[src/source/cache_pkg.sv]
package cache_pkg;

    // Geometry: 2 ways, 4 lanes, 4 words per line
    localparam int ways_w = 1;
    localparam int ways = 2;
    localparam int lanes_w = 2;
    localparam int lanes = 4;
    localparam int offset_w = 2;
    localparam int words_per_line = 4;
    // Physical tag is what remains above lane, offset and byte bits
    localparam int tag_w = 32 - lanes_w - offset_w - 2;

    // Load access codes, others are unknown
    typedef logic [2:0] load_type_t;
    localparam load_type_t lb = 3'd0;
    localparam load_type_t lh = 3'd1;
    localparam load_type_t lw = 3'd2;
    localparam load_type_t lbu = 3'd4;
    localparam load_type_t lhu = 3'd5;

    // Store access codes, 3 is unknown
    typedef logic [1:0] store_type_t;
    localparam store_type_t sb = 2'd0;
    localparam store_type_t sh = 2'd1;
    localparam store_type_t sw = 2'd2;

    typedef struct packed {
        logic [tag_w-1:0]    tag;
        logic [lanes_w-1:0]  lane;
        logic [offset_w-1:0] offset;
        logic [1:0]          inword;
    } cache_addr_fields_t;

    // Same word seen as byte address or as cache fields
    typedef union packed {
        logic [31:0]        raw;
        cache_addr_fields_t f;
    } cache_addr_u;

    typedef struct packed {
        cache_addr_u addr;
        logic        load;
        logic        store;
        load_type_t  load_type;
        store_type_t store_type;
        logic [31:0] store_data;
    } core_req_t;

    typedef struct packed {
        logic        done;
        logic [31:0] load_data;
        logic        load_missaligned;
        logic        load_unknowntype;
        logic        store_missaligned;
        logic        store_unknowntype;
    } core_rsp_t;

    // Full-word transfers only
    typedef struct packed {
        cache_addr_u address;
        logic        read;
        logic        write;
        logic [31:0] writedata;
    } mem_req_t;

endpackage

[src/source/cache_load_gen.sv]
module cache_load_gen (
    input  logic [1:0]            inword_offset,
    input  cache_pkg::load_type_t load_type,
    input  logic [31:0]           data_in,
    output logic [31:0]           data_out,
    output logic                  missaligned,
    output logic                  unknowntype
);
    import cache_pkg::*;

    logic [31:0] shifted;

    // Addressed byte or halfword moved down to bit 0
    assign shifted = data_in >> {inword_offset, 3'b000};

    always_comb begin
        data_out = data_in;
        missaligned = 1'b0;
        unknowntype = 1'b0;
        case (load_type)
            lb:  data_out = {{24{shifted[7]}}, shifted[7:0]};
            lbu: data_out = {24'd0, shifted[7:0]};
            lh: begin
                data_out = {{16{shifted[15]}}, shifted[15:0]};
                // Halfword must sit on an even byte
                missaligned = inword_offset[0];
            end
            lhu: begin
                data_out = {16'd0, shifted[15:0]};
                missaligned = inword_offset[0];
            end
            lw:  missaligned = |inword_offset;
            default: unknowntype = 1'b1;
        endcase
    end

endmodule

[src/source/cache_store_gen.sv]
module cache_store_gen (
    input  logic [1:0]             inword_offset,
    input  cache_pkg::store_type_t store_type,
    input  logic [31:0]            data_in,
    output logic [31:0]            data_out,
    output logic [3:0]             mask,
    output logic                   missaligned,
    output logic                   unknowntype
);
    import cache_pkg::*;

    always_comb begin
        data_out = data_in;
        mask = 4'b0000;
        missaligned = 1'b0;
        unknowntype = 1'b0;
        case (store_type)
            sb: begin
                // Byte copied to all lanes, mask picks one
                data_out = {4{data_in[7:0]}};
                mask = 4'b0001 << inword_offset;
            end
            sh: begin
                data_out = {2{data_in[15:0]}};
                mask = inword_offset[1] ? 4'b1100 : 4'b0011;
                missaligned = inword_offset[0];
            end
            sw: begin
                mask = 4'b1111;
                missaligned = |inword_offset;
            end
            default: unknowntype = 1'b1;
        endcase
        // Bad store touches no byte
        if (missaligned || unknowntype) begin
            mask = 4'b0000;
        end
    end

endmodule

[src/source/cache_ways.sv]
module cache_ways (
    input  logic                          clk,
    input  logic                          rst_n,
    input  logic                          rd_en,
    input  logic [cache_pkg::lanes_w-1:0] rd_lane,
    input  logic [cache_pkg::offset_w-1:0] rd_offset,
    input  logic                          wr_en,
    input  logic [cache_pkg::ways_w-1:0]  wr_way,
    input  logic [cache_pkg::lanes_w-1:0] wr_lane,
    input  logic [cache_pkg::offset_w-1:0] wr_offset,
    input  logic [31:0]                   wr_data,
    input  logic [3:0]                    wr_mask,
    input  logic                          tag_wr,
    input  logic [cache_pkg::tag_w-1:0]   tag_wr_tag,
    input  logic                          set_dirty,
    input  logic                          clr_dirty,
    input  logic [cache_pkg::tag_w-1:0]   cmp_tag,
    input  logic [cache_pkg::ways_w-1:0]  victim_way,
    output logic                          hit_any,
    output logic [cache_pkg::ways_w-1:0]  hit_way,
    output logic [31:0]                   hit_data,
    output logic [cache_pkg::tag_w-1:0]   victim_tag,
    output logic                          victim_valid,
    output logic                          victim_dirty,
    output logic [31:0]                   victim_data
);
    import cache_pkg::*;

    logic [31:0]      data_mem [ways][lanes*words_per_line];
    logic [tag_w-1:0] tag_mem [ways][lanes];
    logic [lanes-1:0] valid [ways];
    logic [lanes-1:0] dirty [ways];
    // Registered read port, one copy per way
    logic [31:0]      data_q [ways];
    logic [tag_w-1:0] tag_q [ways];
    logic [ways-1:0]  valid_q;
    logic [ways-1:0]  dirty_q;
    logic [ways-1:0]  hit;

    always_ff @(posedge clk) begin
        if (wr_en) begin
            for (int b = 0; b < 4; b++) begin
                if (wr_mask[b]) begin
                    data_mem[wr_way][{wr_lane, wr_offset}][8*b +: 8] <= wr_data[8*b +: 8];
                end
            end
        end
        if (tag_wr) begin
            tag_mem[wr_way][wr_lane] <= tag_wr_tag;
        end
        // Old contents seen when read and write share an edge
        if (rd_en) begin
            for (int w = 0; w < ways; w++) begin
                data_q[w] <= data_mem[w][{rd_lane, rd_offset}];
                tag_q[w] <= tag_mem[w][rd_lane];
                valid_q[w] <= valid[w][rd_lane];
                dirty_q[w] <= dirty[w][rd_lane];
            end
        end
    end

    // Line flags
    always_ff @(posedge clk) begin
        if (!rst_n) begin
            for (int w = 0; w < ways; w++) begin
                valid[w] <= '0;
                dirty[w] <= '0;
            end
        end else begin
            // New tag means a clean, valid line
            if (tag_wr) begin
                valid[wr_way][wr_lane] <= 1'b1;
                dirty[wr_way][wr_lane] <= 1'b0;
            end
            if (set_dirty) begin
                dirty[wr_way][wr_lane] <= 1'b1;
            end
            if (clr_dirty) begin
                dirty[wr_way][wr_lane] <= 1'b0;
            end
        end
    end

    // Tag compare, lowest way wins
    always_comb begin
        hit_way = '0;
        for (int w = ways - 1; w >= 0; w--) begin
            hit[w] = valid_q[w] && (tag_q[w] == cmp_tag);
            if (hit[w]) begin
                hit_way = ways_w'(w);
            end
        end
    end

    assign hit_any = |hit;
    assign hit_data = data_q[hit_way];

    // Victim view for writeback
    assign victim_tag = tag_q[victim_way];
    assign victim_valid = valid_q[victim_way];
    assign victim_dirty = dirty_q[victim_way];
    assign victim_data = data_q[victim_way];

endmodule

[src/source/cache_ctrl.sv]
module cache_ctrl (
    input  logic                           clk,
    input  logic                           rst_n,
    input  cache_pkg::core_req_t           c_req,
    input  logic                           c_flush,
    output logic                           c_done,
    output logic                           c_flush_done,
    input  logic                           m_waitrequest,
    input  logic [31:0]                    m_readdata,
    input  logic                           m_readdatavalid,
    output cache_pkg::mem_req_t            m_req,
    output logic                           rd_en,
    output logic [cache_pkg::lanes_w-1:0]  rd_lane,
    output logic [cache_pkg::offset_w-1:0] rd_offset,
    output logic                           wr_en,
    output logic [cache_pkg::ways_w-1:0]   wr_way,
    output logic [cache_pkg::lanes_w-1:0]  wr_lane,
    output logic [cache_pkg::offset_w-1:0] wr_offset,
    output logic [31:0]                    wr_data,
    output logic [3:0]                     wr_mask,
    output logic                           tag_wr,
    output logic [cache_pkg::tag_w-1:0]    tag_wr_tag,
    output logic                           set_dirty,
    output logic                           clr_dirty,
    output logic [cache_pkg::ways_w-1:0]   victim_way,
    input  logic                           hit_any,
    input  logic [cache_pkg::ways_w-1:0]   hit_way,
    input  logic [cache_pkg::tag_w-1:0]    victim_tag,
    input  logic                           victim_valid,
    input  logic                           victim_dirty,
    input  logic [31:0]                    victim_data,
    input  logic [3:0]                     store_mask,
    input  logic [31:0]                    store_data,
    input  logic                           gen_error
);
    import cache_pkg::*;

    typedef enum logic [2:0] {
        st_idle,
        st_lookup,
        st_writeback,
        st_refill,
        st_flush_all
    } state_t;

    state_t              state;
    logic                flushing;
    logic [ways_w-1:0]   rr_ptr;
    logic [offset_w-1:0] cnt;
    logic                cnt_last;
    // Writeback word loaded in read register
    logic                wb_ready;
    // Refill read request outstanding, refill finished
    logic                rf_req;
    logic                rf_fin;
    // Flush walk position, second cycle of a slot
    logic                fl_chk;
    logic [lanes_w-1:0]  fl_lane;
    logic [ways_w-1:0]   fl_way;
    logic                fl_last;
    logic [lanes_w-1:0]  cur_lane;
    logic                victim_wb;

    assign cnt_last = cnt == offset_w'(words_per_line - 1);
    assign fl_last = (fl_lane == lanes_w'(lanes - 1)) && (fl_way == ways_w'(ways - 1));
    // Flush walks its own lane and way, requests use address lane and pointer
    assign cur_lane = flushing ? fl_lane : c_req.addr.f.lane;
    assign victim_way = flushing ? fl_way : rr_ptr;
    assign victim_wb = victim_valid && victim_dirty;
    assign rd_lane = cur_lane;
    assign wr_lane = cur_lane;
    assign tag_wr_tag = c_req.addr.f.tag;

    assign c_done = (state == st_lookup) && (gen_error || hit_any);
    assign c_flush_done = (state == st_flush_all) && fl_chk && !victim_wb && fl_last;

    // Storage commands
    always_comb begin
        rd_en = 1'b0;
        rd_offset = c_req.addr.f.offset;
        wr_en = 1'b0;
        wr_way = victim_way;
        wr_offset = c_req.addr.f.offset;
        wr_data = store_data;
        wr_mask = store_mask;
        tag_wr = 1'b0;
        set_dirty = 1'b0;
        clr_dirty = 1'b0;
        case (state)
            st_idle: rd_en = (c_req.load || c_req.store) && !c_flush;
            st_lookup: begin
                if (!gen_error && hit_any && c_req.store) begin
                    // Merge store bytes into the hit word
                    wr_en = 1'b1;
                    wr_way = hit_way;
                    set_dirty = 1'b1;
                end else if (!gen_error && !hit_any) begin
                    // Fetch word 0 of victim for possible writeback
                    rd_en = 1'b1;
                    rd_offset = '0;
                end
            end
            st_writeback: begin
                rd_offset = cnt + 1'b1;
                if (wb_ready && !m_waitrequest) begin
                    clr_dirty = cnt_last;
                    rd_en = !cnt_last;
                end
            end
            st_refill: begin
                if (rf_fin) begin
                    // Reread the requested word for the lookup
                    rd_en = 1'b1;
                end else if (m_readdatavalid) begin
                    wr_en = 1'b1;
                    wr_offset = cnt;
                    wr_data = m_readdata;
                    wr_mask = 4'b1111;
                    tag_wr = cnt_last;
                end
            end
            st_flush_all: begin
                rd_en = 1'b1;
                rd_offset = '0;
            end
            default: rd_en = 1'b0;
        endcase
    end

    // Memory port
    always_comb begin
        m_req.address.f.tag = (state == st_writeback) ? victim_tag : c_req.addr.f.tag;
        m_req.address.f.lane = cur_lane;
        m_req.address.f.offset = cnt;
        m_req.address.f.inword = 2'b00;
        m_req.read = (state == st_refill) && rf_req;
        m_req.write = (state == st_writeback) && wb_ready;
        m_req.writedata = victim_data;
    end

    always_ff @(posedge clk) begin
        if (!rst_n) begin
            state <= st_idle;
            flushing <= 1'b0;
            rr_ptr <= '0;
            cnt <= '0;
            wb_ready <= 1'b0;
            rf_req <= 1'b0;
            rf_fin <= 1'b0;
            fl_chk <= 1'b0;
            fl_lane <= '0;
            fl_way <= '0;
        end else begin
            case (state)
                st_idle: begin
                    if (c_flush) begin
                        state <= st_flush_all;
                        flushing <= 1'b1;
                        fl_lane <= '0;
                        fl_way <= '0;
                        fl_chk <= 1'b0;
                    end else if (c_req.load || c_req.store) begin
                        state <= st_lookup;
                    end
                end
                st_lookup: begin
                    if (gen_error || hit_any) begin
                        state <= st_idle;
                    end else if (victim_wb) begin
                        state <= st_writeback;
                        cnt <= '0;
                        wb_ready <= 1'b0;
                    end else begin
                        state <= st_refill;
                        cnt <= '0;
                        rf_req <= 1'b1;
                    end
                end
                st_writeback: begin
                    if (!wb_ready) begin
                        wb_ready <= 1'b1;
                    end else if (!m_waitrequest) begin
                        // Word accepted, counter wraps to 0 on the last one
                        wb_ready <= 1'b0;
                        cnt <= cnt + 1'b1;
                        if (cnt_last && flushing) begin
                            state <= st_flush_all;
                        end else if (cnt_last) begin
                            state <= st_refill;
                            rf_req <= 1'b1;
                        end
                    end
                end
                st_refill: begin
                    if (rf_fin) begin
                        state <= st_lookup;
                        rf_fin <= 1'b0;
                        rr_ptr <= rr_ptr + 1'b1;
                    end else begin
                        if (rf_req && !m_waitrequest) begin
                            rf_req <= 1'b0;
                        end
                        if (m_readdatavalid) begin
                            cnt <= cnt + 1'b1;
                            rf_fin <= cnt_last;
                            rf_req <= !cnt_last;
                        end
                    end
                end
                st_flush_all: begin
                    fl_chk <= !fl_chk;
                    // Slot rechecked after writeback, then found clean
                    if (fl_chk && victim_wb) begin
                        state <= st_writeback;
                        wb_ready <= 1'b0;
                    end else if (fl_chk && fl_last) begin
                        state <= st_idle;
                        flushing <= 1'b0;
                    end else if (fl_chk) begin
                        {fl_way, fl_lane} <= {fl_way, fl_lane} + 1'b1;
                    end
                end
                default: state <= st_idle;
            endcase
        end
    end

endmodule

[src/source/cache_top.sv]
module cache_top (
    input  logic                 clk,
    input  logic                 rst_n,
    input  cache_pkg::core_req_t c_req,
    input  logic                 c_flush,
    output cache_pkg::core_rsp_t c_rsp,
    output logic                 c_flush_done,
    output cache_pkg::mem_req_t  m_req,
    input  logic                 m_waitrequest,
    input  logic [31:0]          m_readdata,
    input  logic                 m_readdatavalid
);
    import cache_pkg::*;

    logic                rd_en;
    logic [lanes_w-1:0]  rd_lane;
    logic [offset_w-1:0] rd_offset;
    logic                wr_en;
    logic [ways_w-1:0]   wr_way;
    logic [lanes_w-1:0]  wr_lane;
    logic [offset_w-1:0] wr_offset;
    logic [31:0]         wr_data;
    logic [3:0]          wr_mask;
    logic                tag_wr;
    logic [tag_w-1:0]    tag_wr_tag;
    logic                set_dirty;
    logic                clr_dirty;
    logic [ways_w-1:0]   victim_way;
    logic                hit_any;
    logic [ways_w-1:0]   hit_way;
    logic [31:0]         hit_data;
    logic [tag_w-1:0]    victim_tag;
    logic                victim_valid;
    logic                victim_dirty;
    logic [31:0]         victim_data;
    logic [3:0]          store_mask;
    logic [31:0]         store_data;
    logic                gen_error;

    // Error of the access actually requested
    assign gen_error = (c_req.load && (c_rsp.load_missaligned || c_rsp.load_unknowntype))
                    || (c_req.store && (c_rsp.store_missaligned || c_rsp.store_unknowntype));

    cache_ctrl ctrl0 (
        .clk, .rst_n, .c_req, .c_flush,
        .c_done(c_rsp.done), .c_flush_done,
        .m_waitrequest, .m_readdata, .m_readdatavalid, .m_req,
        .rd_en, .rd_lane, .rd_offset,
        .wr_en, .wr_way, .wr_lane, .wr_offset, .wr_data, .wr_mask,
        .tag_wr, .tag_wr_tag, .set_dirty, .clr_dirty, .victim_way,
        .hit_any, .hit_way, .victim_tag, .victim_valid, .victim_dirty, .victim_data,
        .store_mask, .store_data, .gen_error
    );

    cache_ways ways0 (
        .clk, .rst_n, .rd_en, .rd_lane, .rd_offset,
        .wr_en, .wr_way, .wr_lane, .wr_offset, .wr_data, .wr_mask,
        .tag_wr, .tag_wr_tag, .set_dirty, .clr_dirty,
        .cmp_tag(c_req.addr.f.tag), .victim_way,
        .hit_any, .hit_way, .hit_data,
        .victim_tag, .victim_valid, .victim_dirty, .victim_data
    );

    cache_load_gen loadgen0 (
        .inword_offset(c_req.addr.f.inword),
        .load_type(c_req.load_type),
        .data_in(hit_data),
        .data_out(c_rsp.load_data),
        .missaligned(c_rsp.load_missaligned),
        .unknowntype(c_rsp.load_unknowntype)
    );

    cache_store_gen storegen0 (
        .inword_offset(c_req.addr.f.inword),
        .store_type(c_req.store_type),
        .data_in(c_req.store_data),
        .data_out(store_data),
        .mask(store_mask),
        .missaligned(c_rsp.store_missaligned),
        .unknowntype(c_rsp.store_unknowntype)
    );

endmodule

[config.mk]
export PLATFORM = sky130hd
export DESIGN_NAME = cache_top
export DESIGN_NICKNAME = d
export VERILOG_FILES = /design/src/source/cache_pkg.sv /design/src/source/cache_load_gen.sv /design/src/source/cache_store_gen.sv /design/src/source/cache_ways.sv /design/src/source/cache_ctrl.sv /design/src/source/cache_top.sv
export SDC_FILE = /design/constraint.sdc
export NUM_CORES = 2
export LEC_CHECK = 0
export ABC_AREA = 1
export BUFFER_PORTS_ARGS = -buffer_cell sky130_fd_sc_hd__clkbuf_2
export CAP_MARGIN = 25
export CELL_PAD_IN_SITES_DETAIL_PLACEMENT = 1
export CELL_PAD_IN_SITES_GLOBAL_PLACEMENT = 1
export CORE_AREA = 2 2 350 352
export CTS_CLUSTER_SIZE = 16
export DETAILED_ROUTE_END_ITERATION = 10
export DIE_AREA = 0 0 352 354
export PLACE_DENSITY_LB_ADDON = 0.12
export SYNTH_ARGS = -nofsm -noshare
export SYNTH_HDL_FRONTEND = slang
export SYNTH_SLANG_ARGS = --single-unit
[constraint.sdc]
create_clock -name clk -period 11.1 [get_ports clk]
set_input_delay 0.555 -clock clk [delete_from_list [all_inputs] [get_ports clk]]
set_output_delay 0.555 -clock clk [all_outputs]
set_load 0.02 [all_outputs]
==> qor.yml <==
dr.pass1.iters: 6
die_x_um: 352
initial_utilization: 0.526
layout_setup_ws_ns: 5.19
ant_nets: 0
drive_gt1_frac: 0.0958
routedWlPerCell_um: 25.3
wirelength_mm: 213
placement_rows: 128
worstPathArrival_ns: 6.57
finClkSkew_ns: 0.0313
period_needed_ns: 5.91
avgSynthCellArea_sq_um: 9.71
setup_viol: 0
hold_class: "in2reg"
viasPerCell: 5.74
synthCells: 6548
rsz0062_at_grt: "false"
cts.path.max_buffers: 3
overflow: 0
status: "finished clean"
fin_crit_sh: 0.532
timing.fmax_mhz: 169
clock_latency_ns: 0.81
hold_viol: 0
setup_tns_ns: 0
nNetsFinal: 6785
cp_data_required_time_ns: 11.76
grt_pass1_vias: 50700
antenna_found_initial: 13
cts_resized: 0
cts_buffers: 152
fillers: 13400
synthTopCellsByArea: "edfxtp_1, nand2_1, nand3_1"
cp_num_buf_inv: 6
path_depth: 24
crit_path_end_kind: "flop"
leakagePower_nw: 31.0
ys_types: 51
seq_area_sq_um: 41300
critPathTopFamily: "buffers and inverters"
place_area_sq_um: 66300
path_cells: "inv_1, nand2_1, nand2_1, inv_1, nand2_1, nor2_1, nand2_1, nor2_1, nand2_1, nand3_2, nand2_4, nand2_4, nand2_8, buf_4, buf_4, buf_4, nand3_1, nand2_1, nand2_1, nand2_1, nand2_1, nand2_1, inv_1, nand2_1"
synth_edf_count: 1360
grt.total_usage: 0.339
core-area_sq_um: 121000
cts_tree: "done"
pre_cts_slack_ns: 4.69
whs_path_depth: 3
htree_levels: 4
synthArstFlopShare: 0
grt_max_degree: 198
tightest_slew_ns: 1.25
grt_pass1_wl_mm: 317
netlist.area_leader.share: 0.642
maxSlewHeadroom: 0.164
ios: 212
gp_congestion: 0.910
synth.largest_area_cell: "edfxtp_1"
ys_warn_count: 0
drtIter0Drc: 4841
multi_input_area_sq_um: 16400
ys_ff_latch: 1382
final_core_util: 0.591
postLayoutCellArea_sq_um: 71400
detailroute.via_count: 48300
die_h_um: 354
cts_root_buf: "clkbuf_16"
cts_hold_buf: 0
port_buffers: 209
path_common_cell: "nand2_1"
netlist_area_sq_um: 63600
peakVddDrop_mv: 0.266
slew_viol_final: 0
dp_hpwl_mm: 132
worst_path_max_delay_cell: "buf_4"
synth_ff_type: "edfxtp_1"
reg2regPathDepth: 24
clock-sinks: 1382
timing.setup.critical_path_class: "reg2reg"
clkTransAtPathRegs_ns: 0.06
cpPeakStageDelay_ns: 0.90
timing.max_cap.violations: 0
p_per_area_nw_per_um2: 242
crit_path_max_fanout: 110
post_cts_buffers: 0
dieArea_sq_um: 125000
seq_area_frac_synth: 0.649
critPathLaunchType: "flop"
syn2layout_area_growth_pct: 12.3
drc: 0
[layout by cell type (no fill, tap or decap), drive strengths merged, types with 17 or more instances in the layout]
master,n
nor2,285
clkinv,67
nand2,1813
buf,107
o21ai,145
inv,1216
o211ai,17
a22oi,83
clkbuf,397
nand4,17
a21oi,112
dfxtp,22
nand3,1035
edfxtp,1360
[power breakdown]
group	total, mW	internal (mW)	switching (mW)
combinational	5.81	1.47	4.34
clock	5.00	2.85	2.15
sequential	6.50	6.25	0.254
total	17.3	10.6	6.75
[worst paths after layout]
kind	slack [ns]	start	to
worst min-delay path	0.06	c_flush	ctrl0.flushing$_SDFFE_PN0P_
worst min register to register	0.49	ways0.valid[0][0]$_DFF_P_	ways0.valid[0][0]$_DFF_P_
worst max-delay path	5.19	ways0.tag_q[0][3]$_DFFE_PP_	ways0.data_q[0][3]$_DFFE_PP_
worst max register to register	5.19	ways0.tag_q[0][3]$_DFFE_PP_	ways0.data_q[0][3]$_DFFE_PP_
[cells by family after synthesis]
group,after synthesis,synth area share
XOR/XNOR,15,0.00207
AO/OA/AOI/OAI,389,0.0358
other,1,0.0000590
flip-flops,1382,0.649
AND/OR/NAND/NOR,3186,0.212
buffers and inverters,1568,0.0999
adder cells (fa/ha/maj),7,0.00138
[area by class of cell]
| type | instances | share of cell area |
|---|---|---|
| well taps | 1625 | 0.0285 |
| flip-flops and latches | 1382 | 0.578 |
| clock buffers | 187 | 0.0560 |
| clock inverters | 81 | 0.0116 |
| diodes | 7 | 0.000245 |
| repair buffers | 317 | 0.0327 |
| inverters | 1218 | 0.0640 |
| multi-input cells | 3599 | 0.229 |
[routing by layer]
layer,part of all wire,vias up,track usage
met5,0.00036,-,0
met4,0.044,14,0.159
met3,0.075,469,0.0587
met2,0.49,1954,0.565
met1,0.39,24400,0.434
li1,-,21600,-
[stage by stage]
step	total power, mW	hold WS, ns	cells
finish	17.3	0.0553	8416
global route	18.0	0.0615	8412
CTS	17.2	0.0129	8394
detailed placement	12.2	0.470	8126
global placement	12.0	0.450	8107
floorplan	10.2	0.441	6549
[sequential cells by signal, indices dropped and copies added (netlist names), 2 cells and up]
name            cells
ways0.valid_q       2
ways0.valid         8
ways0.dirty_q       2
ways0.tag_q        52
ctrl0.state         3
ways0.data_q       64
ways0.data_mem   1024
ways0.tag_mem     208
ctrl0.cnt           2
ctrl0.fl_lane       2
ways0.dirty         8
[synth_stat cells, types with 13 or more instances]
master / n
a21oi_1: 111
nand2_1: 1809
nand3_1: 1034
nand4_1: 17
o211ai_1: 17
dfxtp_1: 22
buf_4: 76
buf_2: 103
nor2_1: 279
inv_1: 1152
xnor2_1: 13
inv_2: 57
a22oi_1: 83
clkbuf_1: 144
o21ai_0: 133
buf_1: 20
edfxtp_1: 1360
[tightest hold or removal path, cell delays in order]
cell and delay (ns):
clkbuf_2 0.09, nand2_1 0.09, a21oi_1 0.07
Note: power is estimated with default switching activity, not from simulation.
